### src/rtl/cpu_settings.svh
`ifndef CPU_SETTINGS_SVH
`define CPU_SETTINGS_SVH

// datapath and instruction word width
`define CPU_DATA_W 32

// register index width, 16 architectural registers
`define CPU_REG_W 4

// data memory size in bytes, byte addressed
`define CPU_DMEM_BYTES 256

// first fetch address after reset
`define CPU_RESET_PC 32'h0000_0000

`endif

### src/rtl/cpu_isa_pkg.sv
package cpu_isa_pkg;

`include "cpu_settings.svh"

    // data and instruction word
    typedef logic [`CPU_DATA_W-1:0] word_t;

    // register number as encoded in the instruction
    typedef logic [`CPU_REG_W-1:0] reg_idx_t;

    // data-processing opcodes, encoding of instruction bits 24:21
    // adc, sbc, rsc and the compares are not computed
    typedef enum logic [3:0]
    {
        alu_and = 4'h0,
        alu_eor = 4'h1,
        alu_sub = 4'h2,
        alu_rsb = 4'h3,
        alu_add = 4'h4,
        alu_orr = 4'hc,
        alu_mov = 4'hd,
        alu_bic = 4'he,
        alu_mvn = 4'hf
    } alu_op_e;

    // instruction bits 27:25
    typedef enum logic [2:0]
    {
        dp_reg = 3'b000,  // data processing, register operand
        dp_imm = 3'b001,  // data processing, 8-bit immediate
        ls_imm = 3'b010   // load/store, 12-bit offset
    } instr_class_e;

endpackage

### src/rtl/alu.sv
`timescale 1ns/10ps

module alu
(
    input  cpu_isa_pkg::alu_op_e op,
    input  cpu_isa_pkg::word_t   a,
    input  cpu_isa_pkg::word_t   b,
    output cpu_isa_pkg::word_t   y
);
    import cpu_isa_pkg::*;

    always_comb
    begin
        case (op)
            alu_and:
                y = a & b;
            alu_eor:
                y = a ^ b;
            alu_sub:
                y = a - b;
            alu_rsb:
                y = b - a;  // reverse subtract
            alu_add:
                y = a + b;
            alu_orr:
                y = a | b;
            alu_mov:
                y = b;
            alu_bic:
                y = a & ~b;
            alu_mvn:
                y = ~b;
            default:
                y = '0;  // adc sbc rsc and compares
        endcase
    end

endmodule

### config.mk
export PLATFORM = sky130hd
export DESIGN_NAME = alu
export DESIGN_NICKNAME = d
export VERILOG_FILES = /design/src/rtl/cpu_isa_pkg.sv /design/src/rtl/alu.sv
export VERILOG_INCLUDE_DIRS = /design/src /design/src/rtl
export SDC_FILE = /design/constraint.sdc
export NUM_CORES = 1
export LEC_CHECK = 0
export ABC_AREA = 0
export ABC_CLOCK_PERIOD_IN_PS = 7100
export BUFFER_PORTS_ARGS = -buffer_cell sky130_fd_sc_hd__buf_4
export CORE_ASPECT_RATIO = 2
export CORE_MARGIN = 3
export CORE_UTILIZATION = 25
export DETAILED_ROUTE_END_ITERATION = 12
export PLACE_DENSITY = 0.38
export REMOVE_ABC_BUFFERS = 1
export SETUP_SLACK_MARGIN = 0.3
export SYNTH_ARGS = -nofsm -noshare
export SYNTH_HDL_FRONTEND = slang
export SYNTH_SLANG_ARGS = --single-unit
export TNS_END_PERCENT = 30
### constraint.sdc
create_clock -name vclk -period 7.1
set_clock_uncertainty 0.1 [all_clocks]
set_input_delay 1.065 -clock vclk [all_inputs]
set_output_delay 1.065 -clock vclk [all_outputs]
set_load 0.02 [all_outputs]
==> Word-level counts from Yosys, hierarchy flattened <==
Index checks and enable logic that the tools add are counted.
{ "totals": {"register_bits": 0, "input_bits": 68, "output_inout_bits": 32, "wordCells": 18} }
{ "op_classes": {"addsub": 3, "n_eq_ne": 8, "n_mux": 1, "bitwise": 5, "reduce_logical": 1} }
{ "ops": {"columns": ["cell", "count"], "rows": [
  ["32-bit case mux with 9 select lines", 1],
  ["32-bit bitwise AND", 2],
  ["32-bit subtractor", 2],
  ["32-bit adder", 1],
  ["32-bit inverter", 1],
  ["32-bit bitwise OR", 1],
  ["32-bit XOR", 1],
  ["4-bit equality test (second input constant)", 4],
  ["4-bit by 2-bit equality test with 1-bit output (second input constant)", 2],
  ["4-bit by 1-bit equality test with 1-bit output (second input constant)", 1],
  ["4-bit by 3-bit equality test with 1-bit output (second input constant)", 1],
  ["4-bit logical NOT", 1]
]} }

==> Longest topological paths before layout <==
{ "logic_depth": {"depth_word": 3, "mapped_depth": 20, "ltp_nobuf": 17} }

==> Worst setup path before layout <==
No wires, ideal clock.
{ "synth_path": {"path_type": "input to output", "startpoint": "in op[1]", "endpoint": "out y[31]", "t_arrival_ps": 4916, "required_ps": 5935, "setup_slack_ps": 1019, "cell_stages": 19, "n_path_buf": 4, "cell_sequence": "clkbuf_1 -> or2_2 -> clkbuf_1 -> nor2_1 -> and2_1 -> clkbuf_1 -> clkbuf_1 -> a21oi_1 -> xnor2_1 -> ha_1 -> nand4_2 -> or4_1 -> or4b_1 -> nand3_2 -> o21ai_2 -> o211ai_2 -> o211ai_1 -> xnor2_1 -> o21ai_1"} }
{ "synth_between": {"elab_chain_cells": 2, "elab_cells_between_ends": 10, "cone_classes": "8 x eq/ne; 1 x mux; 1 x reduce/logical"} }
{ "synth_rtl": {"columns": ["element", "line_no", "text"], "rows": [
  ["start: declaration", "alu.sv:5", "input cpu_isa_pkg::alu_op_e op,"],
  ["4-bit equality test (tied with other cells)", "alu.sv:14", "case (op)"],
  ["32-bit case mux with 9 select lines *", "alu.sv:14", null],
  ["end: declaration", "alu.sv:8", "output cpu_isa_pkg::word_t y"]
]} }
Mark *: on every way between the ends. The rest lies on a longest branch, timed or not.

==> Worst setup path after layout <==
{ "layout_path": {"startpoint": "in b[12]", "endpoint": "out y[30]"} }
{ "layout_between": {"elab_chain_cells": 2, "elab_cells_between_ends": 4, "cone_classes": "3 x add/sub; 1 x mux"} }
{ "layout_rtl": {"columns": ["element", "line_no", "text"], "rows": [
  ["start: declaration", "alu.sv:7", "input cpu_isa_pkg::word_t b,"],
  ["32-bit adder (tied with other cells)", "alu.sv:24", "y = a + b;"],
  ["32-bit case mux with 9 select lines *", "alu.sv:14", null]
]} }
Marked as above.

==> run metrics <==
Post-Synth Adder-Cell Area 19.47%; startpoint types input pin; post-synthesis xor/xnor area fraction 14.52%; post-route antenna net violation count 0; GRT Util Overall 22.40%; IO buf count 100; commonest cells after routing, fill and taps aside buf_4 (128), ha_1 (101), inv_1 (98); family with the most delay on the worst path simple AND/OR/NAND/NOR gates; mux contribution to synthesized area 1.943%; First-pass DRT Iterations 6; synthesized area per cell 6.514 µm²; Critical Path AT 5.35 ns; fmax 153.5 MHz; sequential-to-total area share from yosys stat 0%; CP Class in2out; simple-gate portion of the synthesized area 22.80%; period utilization 91.78%; Routed Wire Length 33,660 µm; largest family of logic cells by synthesized area compound AO/OA/AOI/OAI gates; fraction of layout cells with a size suffix above 1 13.17%; CP max stage delay 0.56 ns; first-pass GRT wire length 48,890 µm; slew margin rel. 44.39%; Die H 237.5 µm; min Tclk post-route 6.517 ns; Hold Crit Class in2out; Post-Syn Area 6696 µm²; compound-cell area share of the yosys netlist 32.16%; Max Slew Vio Count 0; largest net degree at the start of global routing 47; Layout area overhead 17.47%; Leak 3.543 nW; number of hold violations in the final report 0; vias in the first global route 7,978; Routed WL per cell 23.42 µm; Post-CTS Setup Bufs 0; register area 0 µm²; I/O pins 100; crit path cell chain buf_4 -> or4_4 -> nor2_2 -> and4_1 -> nand3_1 -> or3_1 -> o21ai_0 -> xnor2_1 -> ha_1 -> nor2b_1 -> o21ai_0 -> nand2b_1 -> nor3_1 -> a21oi_1 -> nand4_1 -> mux2i_1 -> or3_1 -> buf_4; CP endpoint kind output port; Pwr Density 96.33 nW/µm²; number of vias per cell 5.441; CP max stage cell or4_4; Internal Power 0.2915 mW; most common cell after layout, fill and taps aside buf_4; core area 26,380 µm²; clock buffers 0; 1st-iter DRT viols 362; Combinational Power Share 100.0%; Setup TNS 0 ns; Slew @ Worst Pin 0.8286 ns; Req. time, crit path 5.93 ns; Clock power frac 0%; NetSw 0.4663 mW; switching share of total power 61.53%; Synth Instances 1,028; nets 1,266; Die Width 121.7 µm; Final Setup Violations 0; unrepaired setup endpoints after global routing false; DRC Markers 0; Buf/Inv on CP 2; initial core utilization 25.38%; Max-Cap Viols 0; Post-DP HPWL 27,890 µm; sequential cell count 0; ant diodes 0; detailed-route via count 7,819; status finished clean; CP Max Fanout 9; row cnt 84; CTS Hold Bufs 0; Seq pwr share 0%; Overflow after GRT 0; Synth cell types 68; GP Congestion 0.9348; antenna violations before repair 0; die area 28,900 µm²; largest vdd supply drop 35.42 µV; Power, Total 0.7578 mW; YS warnings 0
[metal layers]
layer | wire length [µm] | vias to the layer above | track usage (%) | part of all wire [%]
met5 | 0 | - | 0 | 0
met1 | 11650 | 3729 | 21.60 | 35
li1 | - | 3817 | - | -
met3 | 755 | 74 | 0.7143 | 2.2
met2 | 19000 | 199 | 45.98 | 56
met4 | 2249 | 0 | 11.90 | 6.7
[layout make-up]
class	instances	area [µm²]
Fill cell	2982	18510
Inverter	98	367.9
Multi-Input combinational cell	867	6107
Tap cell	344	430.4
Timing Repair Buffer	128	960.9
[metrics by stage]
stage / util [%] / cells / area, µm² / worst slack [ns] / hold WS [ns]
2_1_floorplan: - / 965 / 6454 / 1.415 / 2.176
3_3_place_gp: 29.78 / 1437 / 7855 / 0.4769 / 2.451
3_5_place_dp: 29.78 / 1437 / 7855 / 0.4627 / 2.453
4_1_cts: 29.78 / 1437 / 7855 / 0.4515 / 2.454
5_1_grt: 29.82 / 1437 / 7866 / 0.3288 / 2.477
6_report: 29.82 / 1437 / 7866 / 0.5834 / 2.449
[timing repair]
action | CTS | global route
resized for setup | 0 | 2
endpoints found under the hold margin | 0 | 0
endpoints found under the setup margin | 0 | 4
[Yosys cell counts, drive strengths merged (3+ instances only)]
library cell | count | area, µm²
o22ai | 4 | 25.02
o221ai | 23 | 201.4
a21oi | 87 | 435.4
xnor2 | 70 | 613.1
o21a | 6 | 45.04
a221oi | 7 | 61.31
a22oi | 3 | 22.52
o211ai | 9 | 72.57
o41ai | 4 | 35.03
nor3 | 27 | 140.1
clkbuf | 52 | 195.2
nand3 | 39 | 200.2
nand2b | 11 | 68.82
a211oi | 3 | 22.52
inv | 98 | 367.9
a21o | 14 | 105.1
a31oi | 13 | 81.33
a311oi | 6 | 52.55
nand2 | 83 | 311.6
and2 | 7 | 43.79
o31ai | 13 | 97.59
a221o | 3 | 30.03
o21ai | 72 | 364.1
nor3b | 4 | 35.03
and4 | 3 | 26.28
nor2b | 10 | 62.56
nand4 | 10 | 68.81
and3 | 5 | 31.28
mux2i | 13 | 130.1
o31a | 17 | 148.9
xor2 | 41 | 359.1
a21boi | 3 | 22.52
o21bai | 12 | 90.09
ha | 101 | 1264
a41oi | 4 | 35.03
a211o | 4 | 35.03
nor4 | 11 | 68.82
buf | 11 | 47.54
nand3b | 3 | 22.52
or3 | 8 | 50.05
o311ai | 3 | 26.28
nor2 | 85 | 321.6
or4 | 4 | 33.78
[path summary, 6_finish.rpt]
path	slack (ns)	start	to	cells after the start
worst max-delay path	0.58	b[12]	y[30]	18
worst min-delay path	2.45	a[0]	y[0]	4
[power groups by stage]
| stage | Clock [mW] | Sequential, mW | Combinational, mW |
|---|---|---|---|
| after floorplan | 0 | 0 | 0.455 |
| after global placement | 0 | 0 | 0.760 |
| after detailed placement | 0 | 0 | 0.756 |
| after CTS | 0 | 0 | 0.760 |
| after global routing | 0 | 0 | 0.819 |
| final | 0 | 0 | 0.758 |
[worst min-delay path, stage by stage]
cell and delay (ns):
buf_4 0.12, inv_1 0.07, o31ai_1 0.07, buf_4 0.15
[cells by family after synthesis]
logic type / after synthesis
xor+xnor: 111
simple gates: 315
fa+ha+maj: 103
compound gates: 325
buf+inv: 161
mux: 13
No activity file was read; power rests on OpenSTA's default activity.
