===== config.mk =====
export PLATFORM = sky130hd
export DESIGN_NAME = decode_unit
export DESIGN_NICKNAME = d
export VERILOG_FILES = /design/src/rtl/cpu_isa_pkg.sv /design/src/rtl/cpu_pipe_pkg.sv /design/src/rtl/decode_unit.sv
export VERILOG_INCLUDE_DIRS = /design/src /design/src/rtl
export SDC_FILE = /design/constraint.sdc
export NUM_CORES = 1
export LEC_CHECK = 0
export ABC_AREA = 1
export BUFFER_PORTS_ARGS = -buffer_cell sky130_fd_sc_hd__buf_2
export CELL_PAD_IN_SITES_DETAIL_PLACEMENT = 1
export CELL_PAD_IN_SITES_GLOBAL_PLACEMENT = 2
export CORE_ASPECT_RATIO = 1.2
export CORE_UTILIZATION = 12
export DETAILED_ROUTE_END_ITERATION = 7
export PLACE_DENSITY_LB_ADDON = 0.1
export SLEW_MARGIN = 20
export SYNTH_ARGS = -nofsm -noshare
export SYNTH_HDL_FRONTEND = slang
export SYNTH_SLANG_ARGS = --single-unit

===== constraint.sdc =====
create_clock -name vclk -period 1.4
set_input_delay 0.14 -clock vclk [all_inputs]
set_output_delay 0.14 -clock vclk [all_outputs]
set_load 0.1 [all_outputs]

===== src/rtl/cpu_settings.svh =====
`ifndef CPU_SETTINGS_SVH
`define CPU_SETTINGS_SVH

// datapath and instruction word width
`define CPU_DATA_W 32

// register index width, 16 architectural registers
`define CPU_REG_W 4

// data memory size in bytes, byte addressed
`define CPU_DMEM_BYTES 256

// first fetch address after reset
`define CPU_RESET_PC 32'h0000_0000

`endif


===== src/rtl/cpu_isa_pkg.sv =====
package cpu_isa_pkg;

`include "cpu_settings.svh"

    // data and instruction word
    typedef logic [`CPU_DATA_W-1:0] word_t;

    // register number as encoded in the instruction
    typedef logic [`CPU_REG_W-1:0] reg_idx_t;

    // data-processing opcodes, encoding of instruction bits 24:21
    // adc, sbc, rsc and the compares are not computed
    typedef enum logic [3:0]
    {
        alu_and = 4'h0,
        alu_eor = 4'h1,
        alu_sub = 4'h2,
        alu_rsb = 4'h3,
        alu_add = 4'h4,
        alu_orr = 4'hc,
        alu_mov = 4'hd,
        alu_bic = 4'he,
        alu_mvn = 4'hf
    } alu_op_e;

    // instruction bits 27:25
    typedef enum logic [2:0]
    {
        dp_reg = 3'b000,  // data processing, register operand
        dp_imm = 3'b001,  // data processing, 8-bit immediate
        ls_imm = 3'b010   // load/store, 12-bit offset
    } instr_class_e;

endpackage


===== src/rtl/cpu_pipe_pkg.sv =====
package cpu_pipe_pkg;

`include "cpu_settings.svh"

    import cpu_isa_pkg::*;

    // per-instruction control, all zero means bubble
    typedef struct packed
    {
        alu_op_e alu_op;
        logic    use_imm;    // operand b from the immediate
        logic    reg_write;
        logic    mem_read;
        logic    mem_write;
        logic    mem_byte;   // byte access instead of word
    } ctrl_t;

    localparam ctrl_t ctrl_bubble = '0;

    typedef struct packed
    {
        ctrl_t    ctrl;
        word_t    operand_a;
        word_t    operand_b;
        word_t    store_data;
        reg_idx_t dest;
    } id_ex_t;

    typedef struct packed
    {
        ctrl_t    ctrl;
        word_t    alu_result;
        word_t    store_data;
        reg_idx_t dest;
    } ex_mem_t;

    typedef struct packed
    {
        logic     reg_write;
        reg_idx_t dest;
        word_t    result;
    } mem_wb_t;

    // operand source picked in decode
    typedef enum logic [1:0]
    {
        fwd_rf  = 2'd0,
        fwd_ex  = 2'd1,
        fwd_mem = 2'd2,
        fwd_wb  = 2'd3
    } fwd_sel_e;

endpackage


===== src/rtl/decode_unit.sv =====
`timescale 1ns/10ps

module decode_unit
(
    input  cpu_isa_pkg::word_t    instr,
    output cpu_pipe_pkg::ctrl_t   ctrl,
    output cpu_isa_pkg::reg_idx_t rn,
    output cpu_isa_pkg::reg_idx_t rm,
    output cpu_isa_pkg::reg_idx_t rd,
    output logic                  uses_rn,
    output logic                  uses_rm,
    output logic                  uses_rd,
    output cpu_isa_pkg::word_t    imm
);
    import cpu_isa_pkg::*;
    import cpu_pipe_pkg::*;

    instr_class_e cls;
    logic [3:0]   opcode;
    logic         is_compare;
    logic         is_load;

    assign cls        = instr_class_e'(instr[27:25]);
    assign opcode     = instr[24:21];
    assign is_compare = (opcode[3:2] == 2'b10);  // tst teq cmp cmn
    assign is_load    = instr[20];               // L bit

    // field positions are fixed, only the uses_* flags qualify them
    assign rn = instr[19:16];
    assign rd = instr[15:12];
    assign rm = instr[3:0];

    always_comb
    begin
        ctrl    = ctrl_bubble;
        uses_rn = 1'b0;
        uses_rm = 1'b0;
        uses_rd = 1'b0;
        imm     = '0;

        if (instr != '0)  // zero word is a nop
        begin
            case (cls)
                dp_reg, dp_imm:
                begin
                    ctrl.alu_op    = alu_op_e'(opcode);
                    ctrl.use_imm   = (cls == dp_imm);
                    ctrl.reg_write = !is_compare;
                    uses_rn = (opcode != alu_mov) && (opcode != alu_mvn);
                    uses_rm = (cls == dp_reg);
                    imm     = word_t'(instr[7:0]);  // rotate field ignored
                end
                ls_imm:
                begin
                    // U bit picks the direction of the offset
                    ctrl.alu_op    = instr[23] ? alu_add : alu_sub;
                    ctrl.use_imm   = 1'b1;
                    ctrl.mem_byte  = instr[22];
                    ctrl.mem_read  = is_load;
                    ctrl.mem_write = !is_load;
                    ctrl.reg_write = is_load;
                    uses_rn = 1'b1;  // base register
                    uses_rd = !is_load;  // store data
                    imm     = word_t'(instr[11:0]);
                end
                default:
                begin
                    ctrl = ctrl_bubble;  // unsupported class
                end
            endcase
        end
    end

endmodule


# --- Word level (Yosys, flattened, before mapping) ---
# Index checks and enable logic that the tools add are counted.
word_totals:
  reg_bits: 0
  inputBits: 32
  out_inout_bits: 56
  word_cells: 23
classes:
  eq_ne: 5
  n_mux: 12
  n_reduce_logical: 6
op_table:
  columns: ["operator", "count"]
  rows:
  - ["$reduce_bool A32 Y1", 1]
  - ["$pmux W12 S2", 1]
  - ["$mux W12", 1]
  - ["$pmux W6 S2", 1]
  - ["$mux W9", 1]
  - ["$ne A4 B4 Y1 const B", 2]
  - ["$mux W3", 2]
  - ["$mux W1", 5]
  - ["$eq A3 B1 Y1 const B", 1]
  - ["$eq A3 B2 Y1 const B", 1]
  - ["$logic_not A3 Y1", 1]
  - ["$eq A2 B2 Y1 const B", 1]
  - ["$logic_not A1 Y1", 2]
  - ["$pmux W1 S2", 1]
  - ["$reduce_or A2 Y1", 1]
  - ["$logic_and A1 B1 Y1", 1]

# --- Logic depth before layout (Yosys ltp) ---
depth:
  depth_word: 4
  depth_mapped: 6
  mapped_depth_nobuf: 6

# --- Worst setup path before layout ---
# OpenSTA, ideal clock, no wires.
synth_timing:
  path_kind: "input to output"
  from: "in instr[27]"
  to: "out ctrl[4] (netlist name)"
  t_arrival_ns: 2.486
  slack_ns: -1.226
  path_stages: 3
  cell_sequence: "nor2_4 inv_1 o21ai_0"
synth_rtl:
  columns: ["item", "line_no", "source"]
  rows:
  - ["start: declaration", "decode_unit.sv:5", "input cpu_isa_pkg::word_t instr,"]
  - ["end: declaration", "decode_unit.sv:6", "output cpu_pipe_pkg::ctrl_t ctrl,"]

==> flow_summary.toml <==
[critical_path]
worstPathRequired_ns = 1.26
path_buf_inv = 3
crit_chain = "buf_2, nor2_2, nand2_2, buf_4, nor2_2, buf_12"
crit_path_start_kind = "input pin"
cp_num_cells = 6
critPathMaxFanout = 8
critical-path-max-stage-delay_ns = 0.21
path_common_cell = "nor2_2"
arrival_ns = 1.12
path_delay_family = "buffers and inverters"
worst-setup-path-type = "input pin to output pin"
slowest_stage = "nor2_2"
end_kind = "output pin"

[yosys]
synth_compound_area_share_pct = 3.512
synth-simple-area-share_pct = 40.08
synth_top_family_by_area = "buffers and inverters"
synthAdderAreaFrac_pct = 0
netlist_instances = 119
ys_warn_count = 0
ys_seq_area_share_pct = 0
synth_cell_types = 12
synthesis.area_um2 = 605.6
syn_avg_cell_area_um2 = 5.089
yosys-mux-area-fraction_pct = 0
synth-xor-area-share_pct = 0

[global_routing]
antenna_found_initial = 0
track_usage_pct = 7.529
grt_pass1_wl_um = 3284
grt_start_max_net_pins = 10
grt_pass1_vias = 766
grt_overflow = 0

[detailed_routing]
drc = 0
vias = 786
totalWireLength_um = 2081
drtIter0Drc = 14
dr.pass1.iters = 3
viasPerCell = 3.388
routedWlPerCell_um = 8.970
ant_nets = 0

[sta]
finalSetupViolations = 0
slew_headroom_pct = 62.69
holdWs_ns = 0.6335
maxSlewViolCount = 0
period_minus_slack_ns = 1.261
tightest_slew_ns = 0.5590
final_hold_viol_count = 0
fin_crit_sh_pct = 90.05
max_freq_ghz = 0.7932
grt_setup_unrepaired = "no"

[clock_tree]
cts_resized = 0
cts_hold_buf = 0
postCtsSetupBuffers = 0

[power_and_ir_drop]
p_clk_share_pct = 0
power_switching_share_pct = 78.77
p_leak_nw = 0.6633
share_comb_of_total_power_pct = 100.0
powerDensity_nw_per_um2 = 747.9
p_switching_mw = 0.7356
vdd_drop_max_uv = 234.5
p_int_mw = 0.1983
pwr-share-seq_pct = 0

[placement]
place_congestion = 0.6666
port_buffers = 68
dp_hpwl_um = 2010
place_area_um2 = 1249

[floorplanning]
fp.dieArea_um2 = 5336
die_h_um = 79.82
core-area_um2 = 4730
io-pin-count = 88
die_w_um = 66.85
start_util_pct = 12.80
num_rows = 27

[finish]
seq_area_um2 = 0
n_antenna_cell = 0
clkbuf_count = 0
nets = 208
seq_cells = 0
drive_gt1_share_pct = 53.45
syn_to_final_growth_pct = 106.2
fin_area_um2 = 1249

[outcome]
status = "finished clean"

[run]
timing.max_cap.violations = 0

[hold_path]
hold_path_depth = 3
hold_path_class = "input pin to output pin"
## metal layers
metal  up-vias  GRT usage (%)  wire length [um]
met1       338          8.221               715
met4         0              0                 0
met2        47          15.96              1179
met5         -              0                 0
li1        401              -                 -
met3         0         0.4286               187
## cells in the mapped netlist (all sizes together)
| master | count | area share [%] |
|---|---|---|
| buf | 34 | 43 |
| nand2 | 14 | 9.5 |
| o21ai | 3 | 2.5 |
| o22ai | 1 | 1.0 |
| nand3 | 1 | 0.83 |
| nor2 | 44 | 30 |
| inv | 21 | 13 |
| conb | 1 | 0.62 |
## worst min-delay path, cell delays in order
cell and delay [ns]:
buf_2 0.11, nor2_2 0.07, buf_12 0.17
## cells by family (layout without fill, tap and decap cells)
group | after synthesis | after routing
compound gates | 4 | 4
buf+inv | 55 | 91
other cells | 1 | 20
simple gates | 59 | 59
## final timing paths
kind	startpoint	endpoint	slack, ns
hold / removal	instr[20]	uses_rd	0.63
setup / recovery	instr[27]	ctrl[1]	0.14
## cell type report
class / instances / area (um2)
fill: 610 / 3481
timing repair buffer: 70 / 700.7
inverter: 21 / 78.83
multi-input combinational: 83 / 396.6
tap: 58 / 72.57
## power by group through the flow
stage               sequential (mW)  clock, mW  combinational (mW)
finish                            0          0               0.934
global route                      0          0               0.966
CTS                               0          0               0.939
detailed placement                0          0               0.938
global placement                  0          0               0.936
floorplan                         0          0               0.767
## layout by cell type, fill, tap and decap left out, drive strengths merged
master,n
buf,70
nor2,44
inv,21
conb,20
nand2,14
o21ai,3
o22ai,1
nand3,1
## stage by stage
| stage | setup TNS, ns | util, % | setup WS [ns] | instances | total power, mW |
|---|---|---|---|---|---|
| finish | 0 | 26.40 | 0.1393 | 232 | 0.9339 |
| global route | 0 | 26.40 | 0.01024 | 232 | 0.9662 |
| detailed placement | 0 | 26.40 | 0.1141 | 232 | 0.9381 |
| CTS | 0 | 26.40 | 0.1141 | 232 | 0.9394 |
| floorplan | -3.291 | - | -0.4708 | 138 | 0.7671 |
| global placement | 0 | 26.40 | 0.1080 | 232 | 0.9358 |
Power figures use the tool's default switching activity.
