File: src/rtl/cpu_settings.svh
`ifndef CPU_SETTINGS_SVH
`define CPU_SETTINGS_SVH

// datapath and instruction word width
`define CPU_DATA_W 32

// register index width, 16 architectural registers
`define CPU_REG_W 4

// data memory size in bytes, byte addressed
`define CPU_DMEM_BYTES 256

// first fetch address after reset
`define CPU_RESET_PC 32'h0000_0000

`endif

File: src/rtl/cpu_isa_pkg.sv
package cpu_isa_pkg;

`include "cpu_settings.svh"

    // data and instruction word
    typedef logic [`CPU_DATA_W-1:0] word_t;

    // register number as encoded in the instruction
    typedef logic [`CPU_REG_W-1:0] reg_idx_t;

    // data-processing opcodes, encoding of instruction bits 24:21
    // adc, sbc, rsc and the compares are not computed
    typedef enum logic [3:0]
    {
        alu_and = 4'h0,
        alu_eor = 4'h1,
        alu_sub = 4'h2,
        alu_rsb = 4'h3,
        alu_add = 4'h4,
        alu_orr = 4'hc,
        alu_mov = 4'hd,
        alu_bic = 4'he,
        alu_mvn = 4'hf
    } alu_op_e;

    // instruction bits 27:25
    typedef enum logic [2:0]
    {
        dp_reg = 3'b000,  // data processing, register operand
        dp_imm = 3'b001,  // data processing, 8-bit immediate
        ls_imm = 3'b010   // load/store, 12-bit offset
    } instr_class_e;

endpackage

File: src/rtl/reg_file.sv
`timescale 1ns/10ps

`include "cpu_settings.svh"

module reg_file
(
    input  logic                  clk,
    input  logic                  arst_n,
    input  cpu_isa_pkg::reg_idx_t rd_a_idx,
    input  cpu_isa_pkg::reg_idx_t rd_b_idx,
    input  cpu_isa_pkg::reg_idx_t rd_c_idx,
    output cpu_isa_pkg::word_t    rd_a,
    output cpu_isa_pkg::word_t    rd_b,
    output cpu_isa_pkg::word_t    rd_c,
    input  logic                  wr_en,
    input  cpu_isa_pkg::reg_idx_t wr_idx,
    input  cpu_isa_pkg::word_t    wr_data
);
    import cpu_isa_pkg::*;

    localparam int num_regs = 1 << `CPU_REG_W;

    word_t regs [num_regs];

    // r15 is a plain register, there is no branch logic behind it
    always_ff @(posedge clk or negedge arst_n)
    begin
        if (!arst_n)
        begin
            for (int i = 0; i < num_regs; i++)
            begin
                regs[i] <= '0;
            end
        end
        else if (wr_en)
        begin
            regs[wr_idx] <= wr_data;
        end
    end

    // read is asynchronous, same-cycle write goes through the wb forward
    assign rd_a = regs[rd_a_idx];
    assign rd_b = regs[rd_b_idx];
    assign rd_c = regs[rd_c_idx];

    wr_en_known: assert property (@(posedge clk) disable iff (!arst_n) !$isunknown(wr_en));

endmodule

File: config.mk
export PLATFORM = sky130hd
export DESIGN_NAME = reg_file
export DESIGN_NICKNAME = d
export VERILOG_FILES = /design/src/rtl/cpu_isa_pkg.sv /design/src/rtl/reg_file.sv
export VERILOG_INCLUDE_DIRS = /design/src /design/src/rtl
export SDC_FILE = /design/constraint.sdc
export NUM_CORES = 1
export LEC_CHECK = 0
export BUFFER_PORTS_ARGS = -buffer_cell sky130_fd_sc_hd__buf_4
export CORE_MARGIN = 2
export CORE_UTILIZATION = 35
export CTS_BUF_LIST = sky130_fd_sc_hd__clkbuf_8 sky130_fd_sc_hd__clkbuf_16
export DETAILED_ROUTE_END_ITERATION = 16
export HOLD_SLACK_MARGIN = 0.12
export SLEW_MARGIN = 5
export SYNTH_ARGS = -nofsm -noshare
export SYNTH_HDL_FRONTEND = slang
export SYNTH_SLANG_ARGS = --single-unit
export TNS_END_PERCENT = 20
File: constraint.sdc
create_clock -name clk -period 2.7 [get_ports clk]
set_clock_uncertainty 0.15 [all_clocks]
set_input_delay 0.135 -clock clk [delete_from_list [all_inputs] [get_ports clk]]
set_output_delay 0.135 -clock clk [all_outputs]
set_load 0.01 [all_outputs]
### Yosys cells after proc, flatten, opt, wreduce, memory -nomap -nowiden

Cells that the tools add are included.

* $add $sub $neg: 0
* multiply operators: 0
* div/mod/pow operators: 0
* $lt $le $gt $ge: 5
* equal/unequal tests: 0
* shift-type cells: 0
* mux-type cells: 12
* bitwise logic cells: 4
* reductions and logical operators: 1

Operators with widths (count)
* $bwmux 512: 1
* $bmux 32 s4: 3
* $mux 32: 7
* $demux 32 s4: 1
* $ge 5x5->1 const B: 4
* $not 4->5: 4
* $lt 5x1->1 const B: 1
* $logic_and 1x1->1: 1

* flip-flop bits (word level): 512
* bits in latches: 0
* memory bits (writable): 0
* memory bits (read-only): 0
* bits of input ports: 51
* output and inout port bits: 96
* logic and storage cells: 38
* memories kept: 0

### Longest topological paths before layout

* word-level depth: 6
* depth in mapped cells: 5
* depth with buffers taken out: 3

### Worst setup path after synthesis

OpenSTA, ideal clock, no wires.

* kind: input to output
* from: input port rd_a_idx[0]
* to: output port rd_a[11]
* arrival time: 1.485 ns
* data required time: 2.415 ns
* path slack: 0.930 ns
* stages on the path: 5
* buffers on the path: 2
* cell sequence: buf_2 buf_2 mux4_2 a22oi_1 nand2_1

* word-level cells in the longest chain between the ends: 4

RTL lines
* from (decl): line reg_file.sv:9 `input cpu_isa_pkg::reg_idx_t rd_a_idx,`
* $not 4->5 (not written as such): line reg_file.sv:42 `assign rd_a = regs[rd_a_idx];`
* $bmux 32 s4: line reg_file.sv:42
* $mux 32 (not written as such) (2 in series): line reg_file.sv:42
* to (decl): line reg_file.sv:12 `output cpu_isa_pkg::word_t rd_a,`

No other way between the ends. The select of a mux whose other input is x is not followed.

### Final worst setup path

* from: register regs[138] in the netlist's numbering
* to: output port rd_b[10]

* word-level cells in the longest chain between the ends: 3

RTL lines
* from (decl): line reg_file.sv:23 `word_t regs [num_regs];`
* from (signal, indexed assignment): line reg_file.sv:37 `regs[wr_idx] <= wr_data;`
* $bmux 32 s4: line reg_file.sv:43 `assign rd_b = regs[rd_b_idx];`
* $mux 32 (not written as such) (2 in series): line reg_file.sv:43
* to (decl): line reg_file.sv:13 `output cpu_isa_pkg::word_t rd_b,`

No other way between the ends. The select of a mux whose other input is x is not followed.

==> impl_metrics.csv <==
group,metric,value,unit
run_status,outcome,"finished, final reports clean",
global_routing,grt_max_degree,105,
sta,period_share,0.9148,
synth,synth_ff_type,"dfrtp_1",
synth,synth_cells,1947,
global_routing,grt.met2_usage,0.3664,
floorplan,initial_utilization,0.3534,
global_routing,busiest_layer,"met2",
power,combinationalPowerShare,0.279,
worst_setup_path,path_class,"reg2out",
floorplan,die_h,297.5,um
cells_and_area,reg_top3,"regs (512)",
worst_setup_path,crit_fanout,4,
sta,rsz0062_at_grt,"false",
power,intPower,0.01892,W
power,peakVddDrop,0.3850,mV
clock_tree,worstSkewPairLatency,0.60,ns
clock_tree,cts.clk_slew.worst_paths,0.06,ns
synth,syn_nets,1998,
synth,synthArstFlopShare,1.000,
power,p_total,0.02676,W
routing,detail-route-antenna-nets,0,
worst_setup_path,cp_data_arrival_time,2.19,ns
worst_setup_path,critPathCaptureType,"primary output",
sta,slew_headroom,0.3932,
power,power_frac_clock,0.302,
floorplan,core,85280,sq um
sta,final.min_clock_period,2.470,ns
power,p_switching,0.007844,W
synth,yosysSeqAreaShare,0.4251,
worst_setup_path,required,2.41,ns
cells_and_area,area_growth,18.29,%
synth,postSynthAreaPerCell,15.48,sq um
synth,synth_area_leader_cell,"dfrtp_1",
synth,synth.distinct_cells,18,
routing,drt_wl_total,99680,um
floorplan,num_rows,107,
clock_tree,clk_path_buf_depth,3,
routing,viasPerCell,6.209,
routing,wl_per_cell,30.48,um
power,power_frac_seq,0.419,
clock_tree,clock-sinks,512,
placed_design,place_hpwl,60630,um
power,p_per_area,750.6,nW/um^2
routing,first_pass_iters,7,
routing,drt_iter0_markers,1627,
synth,synth_seq_cells,512,
sta,finalSetupViolations,0,
global_routing,grt_pass1_vias,21570,
global_routing,grt_util_met3,0.04185,
clock_tree,cts-root-buf,"clkbuf_16",
cells_and_area,fin_nets,2130,
synth,synth_compound_area_frac,0.04782,
sta,tightest_slew,0.9083,ns
floorplan,die_x,297.5,um
cells_and_area,regMostFlops,"regs",
synth,synth_fa_ha_area_frac,0,
placed_design,globalplace.congestion,0.8166,
sta,whs,0.2709,ns
floorplan,io_pins,147,
cells_and_area,largest_reg_flops,512,
sta,tns,0,ns
synth,synth_top_area_share,0.4251,
placed_design,port_buffers,146,
synth,ys_warn_count,0,
synth,synth_top_family_by_area,"multiplexers",
floorplan,dieArea,88480,sq um
global_routing,antenna_found_initial,4,
power,total_leakage_power,14.49,nW
global_routing,met1_usage,0.3049,
worst_setup_path,start_kind,"register",
global_routing,grt_pass1_wl,148400,um
sta,fmax,404.8,MHz
synth,synth_xor_area_frac,0,
routing,num_vias,20310,
synth,yosys-mux-area-fraction,0.4782,
worst_hold_path,hold_class,"in2reg",
sta,slew_violations,0,
clock_tree,cts_inserted_buffers,55,
job,max-cap-violations,0,
power,power_switching_share,0.2931,
sta,finalHoldViolations,0,
cells_and_area,fillers,7678,
synth,synth-simple-area-share,0.01851,
synth,synthMostInstantiatedCell,"dfrtp_1",
synth,synth_area_leaders,"dfrtp_1 (43%), mux4_2 (29%), mux2_2 (17%), a22oi_1 (4.8%), mux2_1 (1.6%)",
routing,drc,0,
synth,synth_commonest_cells,"dfrtp_1 (512), mux2_2 (468), mux4_2 (384)",
synth,synth.cell_area,30140,sq um
global_routing,gr-usage-all-layers,0.2243,
global_routing,grt_remaining_overflow,0,
cells_and_area,layout-drive-gt1-share,0.5746,
synth,synth_edf_count,0,
clock_tree,htreeDepth,2,
clock_tree,cts_tree,"yes",
logic make-up after synthesis:
kind of cell    after synthesis
mux                         896
flops                       512
buf+inv                     215
compound gates              192
simple gates                132
worst max-delay path, cell delays in order, from the launching register on:
cell	delay [ns]
dfrtp_1	0.40
mux4_2	0.47
a22oi_1	0.34
nand2_1	0.18
buf_4	0.18
repair_timing:
item / 4_1_cts / 5_1_grt
hold buffers: 41 / 0
gates resized for setup: 0 / 0
endpoints found under the setup margin: 0 / 0
buffers inserted: 0 / 0
hold endpoints to repair: 1024 / 0
power groups by stage:
| stage | combinational, W | clock (W) | sequential (W) |
|---|---|---|---|
| after floorplan | 0.00529 | 0 | 0.0107 |
| after global placement | 0.00727 | 0 | 0.0110 |
| after detailed placement | 0.00742 | 0 | 0.0113 |
| after CTS | 0.00751 | 0.00825 | 0.0111 |
| after global routing | 0.00794 | 0.00857 | 0.0114 |
| final | 0.00746 | 0.00809 | 0.0112 |
routing by layer:
layer,share of wire,up-vias
li1,-,8094
met1,0.41,11080
met2,0.49,936
met3,0.072,187
met4,0.028,4
met5,0.00025,-
layout make-up:
cell class | count | area (sq um) | area share
Sequential cell | 512 | 12810 | 0.3593
Multi-Input combinational cell | 1220 | 16560 | 0.4645
Clock inverter | 33 | 329.1 | 0.009229
Antenna cell | 1 | 2.502 | 0.00007019
Timing Repair Buffer | 290 | 2914 | 0.08173
Clock buffer | 70 | 1605 | 0.04502
Tap cell | 1144 | 1431 | 0.04015
metrics by stage:
step | util | area, sq um | setup WS (ns) | cells
floorplan | - | 30140 | 0.9299 | 1947
global placement | 0.3904 | 33290 | 0.4869 | 3125
detailed placement | 0.3904 | 33290 | 0.5270 | 3125
CTS | 0.4181 | 35650 | 0.2456 | 3269
global route | 0.4181 | 35650 | 0.1493 | 3270
finish | 0.4181 | 35650 | 0.2299 | 3270
worst paths after layout:
kind,slack (ns),startpoint,cells after the start,to
max,0.23,regs[138]$_DFFE_PN0P_,4,rd_b[10]
min,0.27,wr_data[23],3,regs[119]$_DFFE_PN0P_
max reg2reg,1.71,regs[98]$_DFFE_PN0P_,1,regs[98]$_DFFE_PN0P_
min reg2reg,0.39,regs[109]$_DFFE_PN0P_,1,regs[109]$_DFFE_PN0P_
max in group asynchronous,1.21,arst_n,4,regs[300]$_DFFE_PN0P_
min in group asynchronous,0.61,arst_n,4,regs[89]$_DFFE_PN0P_
cell usage in the layout (no fill, tap or decap), types with 2 or more instances in the layout:
cell type,instances
nor2_4,12
dfrtp_1,512
buf_4,196
mux4_2,384
and2_2,3
nor2b_4,6
nand3b_1,4
buf_6,3
mux2_2,468
or3_2,3
a22oi_1,192
inv_1,11
nand2b_1,2
mux2_1,44
buf_12,46
clkbuf_8,13
clkinv_2,14
buf_8,4
bufinv_16,7
clkbuf_16,57
nand2_1,97
dlygate4sd3_1,40
(Power assumes the default switching activity.)
