## src/rtl/cpu_settings.svh

```systemverilog
`ifndef CPU_SETTINGS_SVH
`define CPU_SETTINGS_SVH

// datapath and instruction word width
`define CPU_DATA_W 32

// register index width, 16 architectural registers
`define CPU_REG_W 4

// data memory size in bytes, byte addressed
`define CPU_DMEM_BYTES 256

// first fetch address after reset
`define CPU_RESET_PC 32'h0000_0000

`endif

```

## src/rtl/cpu_isa_pkg.sv

```systemverilog
package cpu_isa_pkg;

`include "cpu_settings.svh"

    // data and instruction word
    typedef logic [`CPU_DATA_W-1:0] word_t;

    // register number as encoded in the instruction
    typedef logic [`CPU_REG_W-1:0] reg_idx_t;

    // data-processing opcodes, encoding of instruction bits 24:21
    // adc, sbc, rsc and the compares are not computed
    typedef enum logic [3:0]
    {
        alu_and = 4'h0,
        alu_eor = 4'h1,
        alu_sub = 4'h2,
        alu_rsb = 4'h3,
        alu_add = 4'h4,
        alu_orr = 4'hc,
        alu_mov = 4'hd,
        alu_bic = 4'he,
        alu_mvn = 4'hf
    } alu_op_e;

    // instruction bits 27:25
    typedef enum logic [2:0]
    {
        dp_reg = 3'b000,  // data processing, register operand
        dp_imm = 3'b001,  // data processing, 8-bit immediate
        ls_imm = 3'b010   // load/store, 12-bit offset
    } instr_class_e;

endpackage

```

## src/rtl/cpu_pipe_pkg.sv

```systemverilog
package cpu_pipe_pkg;

`include "cpu_settings.svh"

    import cpu_isa_pkg::*;

    // per-instruction control, all zero means bubble
    typedef struct packed
    {
        alu_op_e alu_op;
        logic    use_imm;    // operand b from the immediate
        logic    reg_write;
        logic    mem_read;
        logic    mem_write;
        logic    mem_byte;   // byte access instead of word
    } ctrl_t;

    localparam ctrl_t ctrl_bubble = '0;

    typedef struct packed
    {
        ctrl_t    ctrl;
        word_t    operand_a;
        word_t    operand_b;
        word_t    store_data;
        reg_idx_t dest;
    } id_ex_t;

    typedef struct packed
    {
        ctrl_t    ctrl;
        word_t    alu_result;
        word_t    store_data;
        reg_idx_t dest;
    } ex_mem_t;

    typedef struct packed
    {
        logic     reg_write;
        reg_idx_t dest;
        word_t    result;
    } mem_wb_t;

    // operand source picked in decode
    typedef enum logic [1:0]
    {
        fwd_rf  = 2'd0,
        fwd_ex  = 2'd1,
        fwd_mem = 2'd2,
        fwd_wb  = 2'd3
    } fwd_sel_e;

endpackage

```

## src/rtl/hazard_unit.sv

```systemverilog
`timescale 1ns/10ps

module hazard_unit
(
    input  cpu_isa_pkg::reg_idx_t  dec_rn,
    input  cpu_isa_pkg::reg_idx_t  dec_rm,
    input  cpu_isa_pkg::reg_idx_t  dec_rd,
    input  logic                   uses_rn,
    input  logic                   uses_rm,
    input  logic                   uses_rd,
    input  cpu_pipe_pkg::ctrl_t    ex_ctrl,
    input  cpu_pipe_pkg::ctrl_t    mem_ctrl,
    input  logic                   wb_write,
    input  cpu_isa_pkg::reg_idx_t  ex_dest,
    input  cpu_isa_pkg::reg_idx_t  mem_dest,
    input  cpu_isa_pkg::reg_idx_t  wb_dest,
    output logic                   stall,
    output cpu_pipe_pkg::fwd_sel_e sel_a,
    output cpu_pipe_pkg::fwd_sel_e sel_b,
    output cpu_pipe_pkg::fwd_sel_e sel_c
);
    import cpu_isa_pkg::*;
    import cpu_pipe_pkg::*;

    // youngest producer wins
    function automatic fwd_sel_e pick(input reg_idx_t src, input logic used);
        if (!used)
            return fwd_rf;
        else if (ex_ctrl.reg_write && (ex_dest == src))
            return fwd_ex;
        else if (mem_ctrl.reg_write && (mem_dest == src))
            return fwd_mem;
        else if (wb_write && (wb_dest == src))
            return fwd_wb;
        else
            return fwd_rf;
    endfunction

    always_comb
    begin
        sel_a = pick(dec_rn, uses_rn);
        sel_b = pick(dec_rm, uses_rm);
        sel_c = pick(dec_rd, uses_rd);

        // load data only exists one stage later, so hold decode for a cycle
        stall = ex_ctrl.mem_read &&
                ((uses_rn && (dec_rn == ex_dest)) ||
                 (uses_rm && (dec_rm == ex_dest)) ||
                 (uses_rd && (dec_rd == ex_dest)));

        if (stall)
        begin
            // the load in execute is also the one that writes ex_dest
            stall_on_load: assert (ex_ctrl.mem_read && ex_ctrl.reg_write &&
                                   !ex_ctrl.mem_write);
        end
    end

endmodule

```

## config.mk

```make
export PLATFORM = sky130hd
export DESIGN_NAME = hazard_unit
export DESIGN_NICKNAME = d
export VERILOG_FILES = /design/src/rtl/cpu_isa_pkg.sv /design/src/rtl/cpu_pipe_pkg.sv /design/src/rtl/hazard_unit.sv
export VERILOG_INCLUDE_DIRS = /design/src /design/src/rtl
export SDC_FILE = /design/constraint.sdc
export NUM_CORES = 1
export LEC_CHECK = 0
export BUFFER_PORTS_ARGS = -buffer_cell sky130_fd_sc_hd__clkbuf_2
export CELL_PAD_IN_SITES_DETAIL_PLACEMENT = 1
export CELL_PAD_IN_SITES_GLOBAL_PLACEMENT = 1
export CORE_UTILIZATION = 27
export DETAILED_ROUTE_END_ITERATION = 7
export PLACE_DENSITY_LB_ADDON = 0.1
export SETUP_SLACK_MARGIN = 0.3
export SLEW_MARGIN = 30
export SYNTH_ARGS = -nofsm -noshare
export SYNTH_HDL_FRONTEND = slang
export SYNTH_SLANG_ARGS = --single-unit
export TNS_END_PERCENT = 30
```

## constraint.sdc

```tcl
create_clock -name vclk -period 2.19
set_input_delay 0.438 -clock vclk [all_inputs]
set_output_delay 0.438 -clock vclk [all_outputs]
set_load 0.05 [all_outputs]
```

### Yosys cells after proc, flatten, opt, wreduce, memory -nomap -nowiden

Cells that the tools add are included.

* flip-flop bits (word level): 0
* input bits: 46
* output and inout port bits: 7
* word-level logic and storage cells: 39

* eq/ne operators: 12
* muxes and demuxes: 12
* reductions and logical operators: 15

Operator list (count)
* equality test 4 bit: 12
* two-way mux 2 bit: 12
* logical AND 1 bit: 13
* logical OR 1 bit: 2

### Logic depth before layout (Yosys ltp)

* depth after elaboration: 6
* depth in mapped cells: 4
* depth with buffers taken out: 4

### Worst setup path before layout

No wires, ideal clock.

* kind: input port to output port
* start point: input port dec_rn[1]
* end point: output port sel_a[0]
* arrival: 2.354 ns
* required time: 1.752 ns
* path slack: -0.602 ns
* stages: 4
* buffers on the path: 0
* cells stage by stage: xnor2_1 nand2_1 nor4_1 o41ai_1

* word-level cells in the longest chain between the ends: 6
* elaborated cells between the ends (all ways): 10
* those cells by class: eq/ne: 3; mux: 4; reduce/logical: 3

RTL lines
* from (decl): line hazard_unit.sv:5 `input cpu_isa_pkg::reg_idx_t dec_rn,`
* equality test 4 bit: line hazard_unit.sv:33 `else if (wb_write && (wb_dest == src))`
* logical AND 1 bit: line hazard_unit.sv:33
* two-way mux 2 bit: line hazard_unit.sv:33
* two-way mux 2 bit: line hazard_unit.sv:31 `else if (mem_ctrl.reg_write && (mem_dest == src))`
* two-way mux 2 bit *: line hazard_unit.sv:29 `else if (ex_ctrl.reg_write && (ex_dest == src))`
* two-way mux 2 bit *: line hazard_unit.sv:27 `if (!used)`
* to (decl): line hazard_unit.sv:18 `output cpu_pipe_pkg::fwd_sel_e sel_a,`

Every way passes the cells marked *; elsewhere a longest branch is shown, timed or not.

### Final worst setup path

* start point: input port mem_dest[3]
* end point: output port sel_c[0]

* word-level cells in the longest chain between the ends: 5

RTL lines
* from (decl): line hazard_unit.sv:15 `input cpu_isa_pkg::reg_idx_t mem_dest,`
* equality test 4 bit: line hazard_unit.sv:31
* logical AND 1 bit: line hazard_unit.sv:31
* two-way mux 2 bit: line hazard_unit.sv:31
* two-way mux 2 bit: line hazard_unit.sv:29
* two-way mux 2 bit: line hazard_unit.sv:27
* to (decl): line hazard_unit.sv:20 `output cpu_pipe_pkg::fwd_sel_e sel_c`

No other way between the ends.

==> out/qor.json <==
{
  "status": {
    "result_of_the_run": "finished clean"
  },
  "cells_and_area": {
    "post_route_cells_drive_above_1_share_pct": 56.3,
    "antennaDiodeCount": 0,
    "clockBufferCount": 0,
    "sequential_cell_total": 0,
    "regArea_um2": 0,
    "finalNetCount": 174,
    "syn_to_final_growth_pct": 106
  },
  "power_and_ir_drop": {
    "cellPowerDensity_nw_per_um2": 207,
    "sw_share_pct": 54.9,
    "power_switching_w": 0.000136,
    "maximum_vdd_drop_v": 0.000110,
    "power.static_leakage_nw": 0.539,
    "internal_power_w": 0.000112,
    "seq_power_share_pct": 0,
    "power.share.combinational_pct": 100.0,
    "clock_network_fraction_of_total_power_pct": 0
  },
  "floorplan": {
    "die_h_um": 48.5,
    "chipWidth_um": 48.5,
    "pin_count": 53,
    "core_area_um2": 2000,
    "floorplan.die_area_um2": 2350,
    "start_util_pct": 29.2,
    "core.rowCount": 16
  },
  "global_route": {
    "grt.total_usage_pct": 20.9,
    "grt_antenna_before_repair": 0,
    "grt-ovfl-total": 0,
    "grt_start_max_net_pins": 7,
    "grt_pass1_wl_um": 3920,
    "grt_pass1_vias": 858
  },
  "timing": {
    "rsz0062_at_grt": "yes",
    "timing.final.setup_violations": 0,
    "timing.setup.tns_ns": 0,
    "timing_max_transition_violations_final": 0,
    "finalHoldViolCount": 0,
    "final_min_period_over_clock_period_pct": 97.2,
    "worstMarginPinSlew_ns": 0.344,
    "fin_worst_hold_slack_ns": 1.24,
    "max-slew-margin-rel_pct": 77.1,
    "final_period_minus_worst_setup_slack_ns": 2.13,
    "fmaxAchievable_mhz": 470
  },
  "min_path": {
    "holdPathStages": 3,
    "timing.hold.worst.class": "in -> out"
  },
  "critical_path": {
    "worst_endpoint_data_arrival_time_ns": 1.69,
    "worstSetupEndpointType": "primary output",
    "worst_setup_path_start_kind": "input port",
    "crit_type": "in -> out",
    "critical_path.max_fanout": 3,
    "required_arrival_time_at_the_worst_endpoint_ns": 1.75
  },
  "run": {
    "maxCapViolCount": 0
  },
  "synthesis": {
    "netlist.area_leader.share_pct": 31.5,
    "mappedNetlistArea_um2": 584,
    "synth_area_per_cell_um2": 7.30,
    "post-synth-top-count-cell": "sky130_fd_sc_hd__xor2_1",
    "yosysSeqAreaShare_pct": 0,
    "synthesis.instances": 80,
    "syn_nets": 126,
    "netlist_top_cells_area": "sky130_fd_sc_hd__xor2_1 (31%), sky130_fd_sc_hd__nand2b_1 (12%), sky130_fd_sc_hd__xnor2_1 (9.0%)",
    "synth.cells.most_frequent": "sky130_fd_sc_hd__xor2_1 (21), sky130_fd_sc_hd__nand2b_1 (11), sky130_fd_sc_hd__nand3_1 (9), sky130_fd_sc_hd__nand2_1 (6), sky130_fd_sc_hd__xnor2_1 (6)",
    "ys_warn_count": 0,
    "synthDistinctLibCells": 18,
    "synthDominantAreaCellType": "sky130_fd_sc_hd__xor2_1"
  },
  "drt": {
    "drc": 0,
    "avgRoutedWirePerCell_um": 19.0,
    "post_drt_antenna_nets": 0,
    "detail_route.vias_per_cell": 5.37,
    "starting_drc_count_in_detailed_routing": 13,
    "drt_wl_total_um": 2910,
    "routed-via-count": 821,
    "drt_first_pass_iters": 4
  },
  "placement": {
    "place_congestion": 0.722,
    "dp_hpwl_um": 1880,
    "io_buffers": 38
  }
}
-- critical path, stage by stage --
cell                       delay [ns]
sky130_fd_sc_hd__clkbuf_2        0.15
sky130_fd_sc_hd__xor2_1          0.25
sky130_fd_sc_hd__nor4_2          0.09
sky130_fd_sc_hd__buf_4           0.15
sky130_fd_sc_hd__o41ai_2         0.36
sky130_fd_sc_hd__clkbuf_8        0.25
-- per-stage QoR --
step	power (W)	std cells	worst slack, ns	utilization, %	cell area, um^2
floorplan	0.000100	80	0.0473	-	621
global placement	0.000178	151	0.0498	45.2	905
detailed placement	0.000182	151	0.0199	45.2	905
CTS	0.000213	153	0.136	53.2	1060
global route	0.000263	153	0.0379	60.0	1200
finish	0.000248	153	0.0617	60.0	1200
-- per-layer routing --
layer,global-route usage [%],share of wire (%),vias up
li1,-,-,378
met1,25.2,40,404
met2,42.7,54,33
met3,0.629,4.0,6
met4,0,2.3,0
met5,0,0,-
-- timing repair --
action / in CTS / in global routing
pin swaps: 7 / 14
setup endpoints to repair: 7 / 7
hold buffers: 0 / 0
gates resized for setup: 26 / 47
setup buffers: 2 / 0
-- worst paths after layout --
check                        from        to  slack [ns]
worst min-delay path   ex_ctrl[2]     stall        1.24
worst max-delay path  mem_dest[3]  sel_c[0]        0.06
-- cell usage in the layout (no fill, tap or decap), types with 4 or more instances in the layout --
cell type	n
sky130_fd_sc_hd__clkbuf_2	18
sky130_fd_sc_hd__xor2_1	11
sky130_fd_sc_hd__nand2b_1	11
sky130_fd_sc_hd__buf_4	10
sky130_fd_sc_hd__xor2_2	9
sky130_fd_sc_hd__nand3_1	8
sky130_fd_sc_hd__nand2_1	5
sky130_fd_sc_hd__buf_6	5
sky130_fd_sc_hd__clkbuf_8	5
sky130_fd_sc_hd__nor4_2	4
sky130_fd_sc_hd__xnor2_1	4
-- layout make-up --
type	instances	area, um^2
Fill cell	237	801
Multi-Input combinational cell	77	751
Timing Repair Buffer	46	405
Tap cell	27	33.8
Inverter	3	11.3
-- power groups by stage --
stage | Sequential, W | Combinational [W] | Clock [W]
floorplan | 0 | 0.000100 | 0
global placement | 0 | 0.000178 | 0
detailed placement | 0 | 0.000182 | 0
CTS | 0 | 0.000213 | 0
global route | 0 | 0.000263 | 0
finish | 0 | 0.000248 | 0
-- cells by family (layout without fill, tap and decap cells) --
group | after synthesis | in the layout | synth area share (%)
compound gates | 10 | 10 | 15.0
xor+xnor | 27 | 27 | 40.5
buf+inv | 3 | 49 | 1.93
simple gates | 40 | 40 | 42.6
Power figures use the tool's default switching activity.
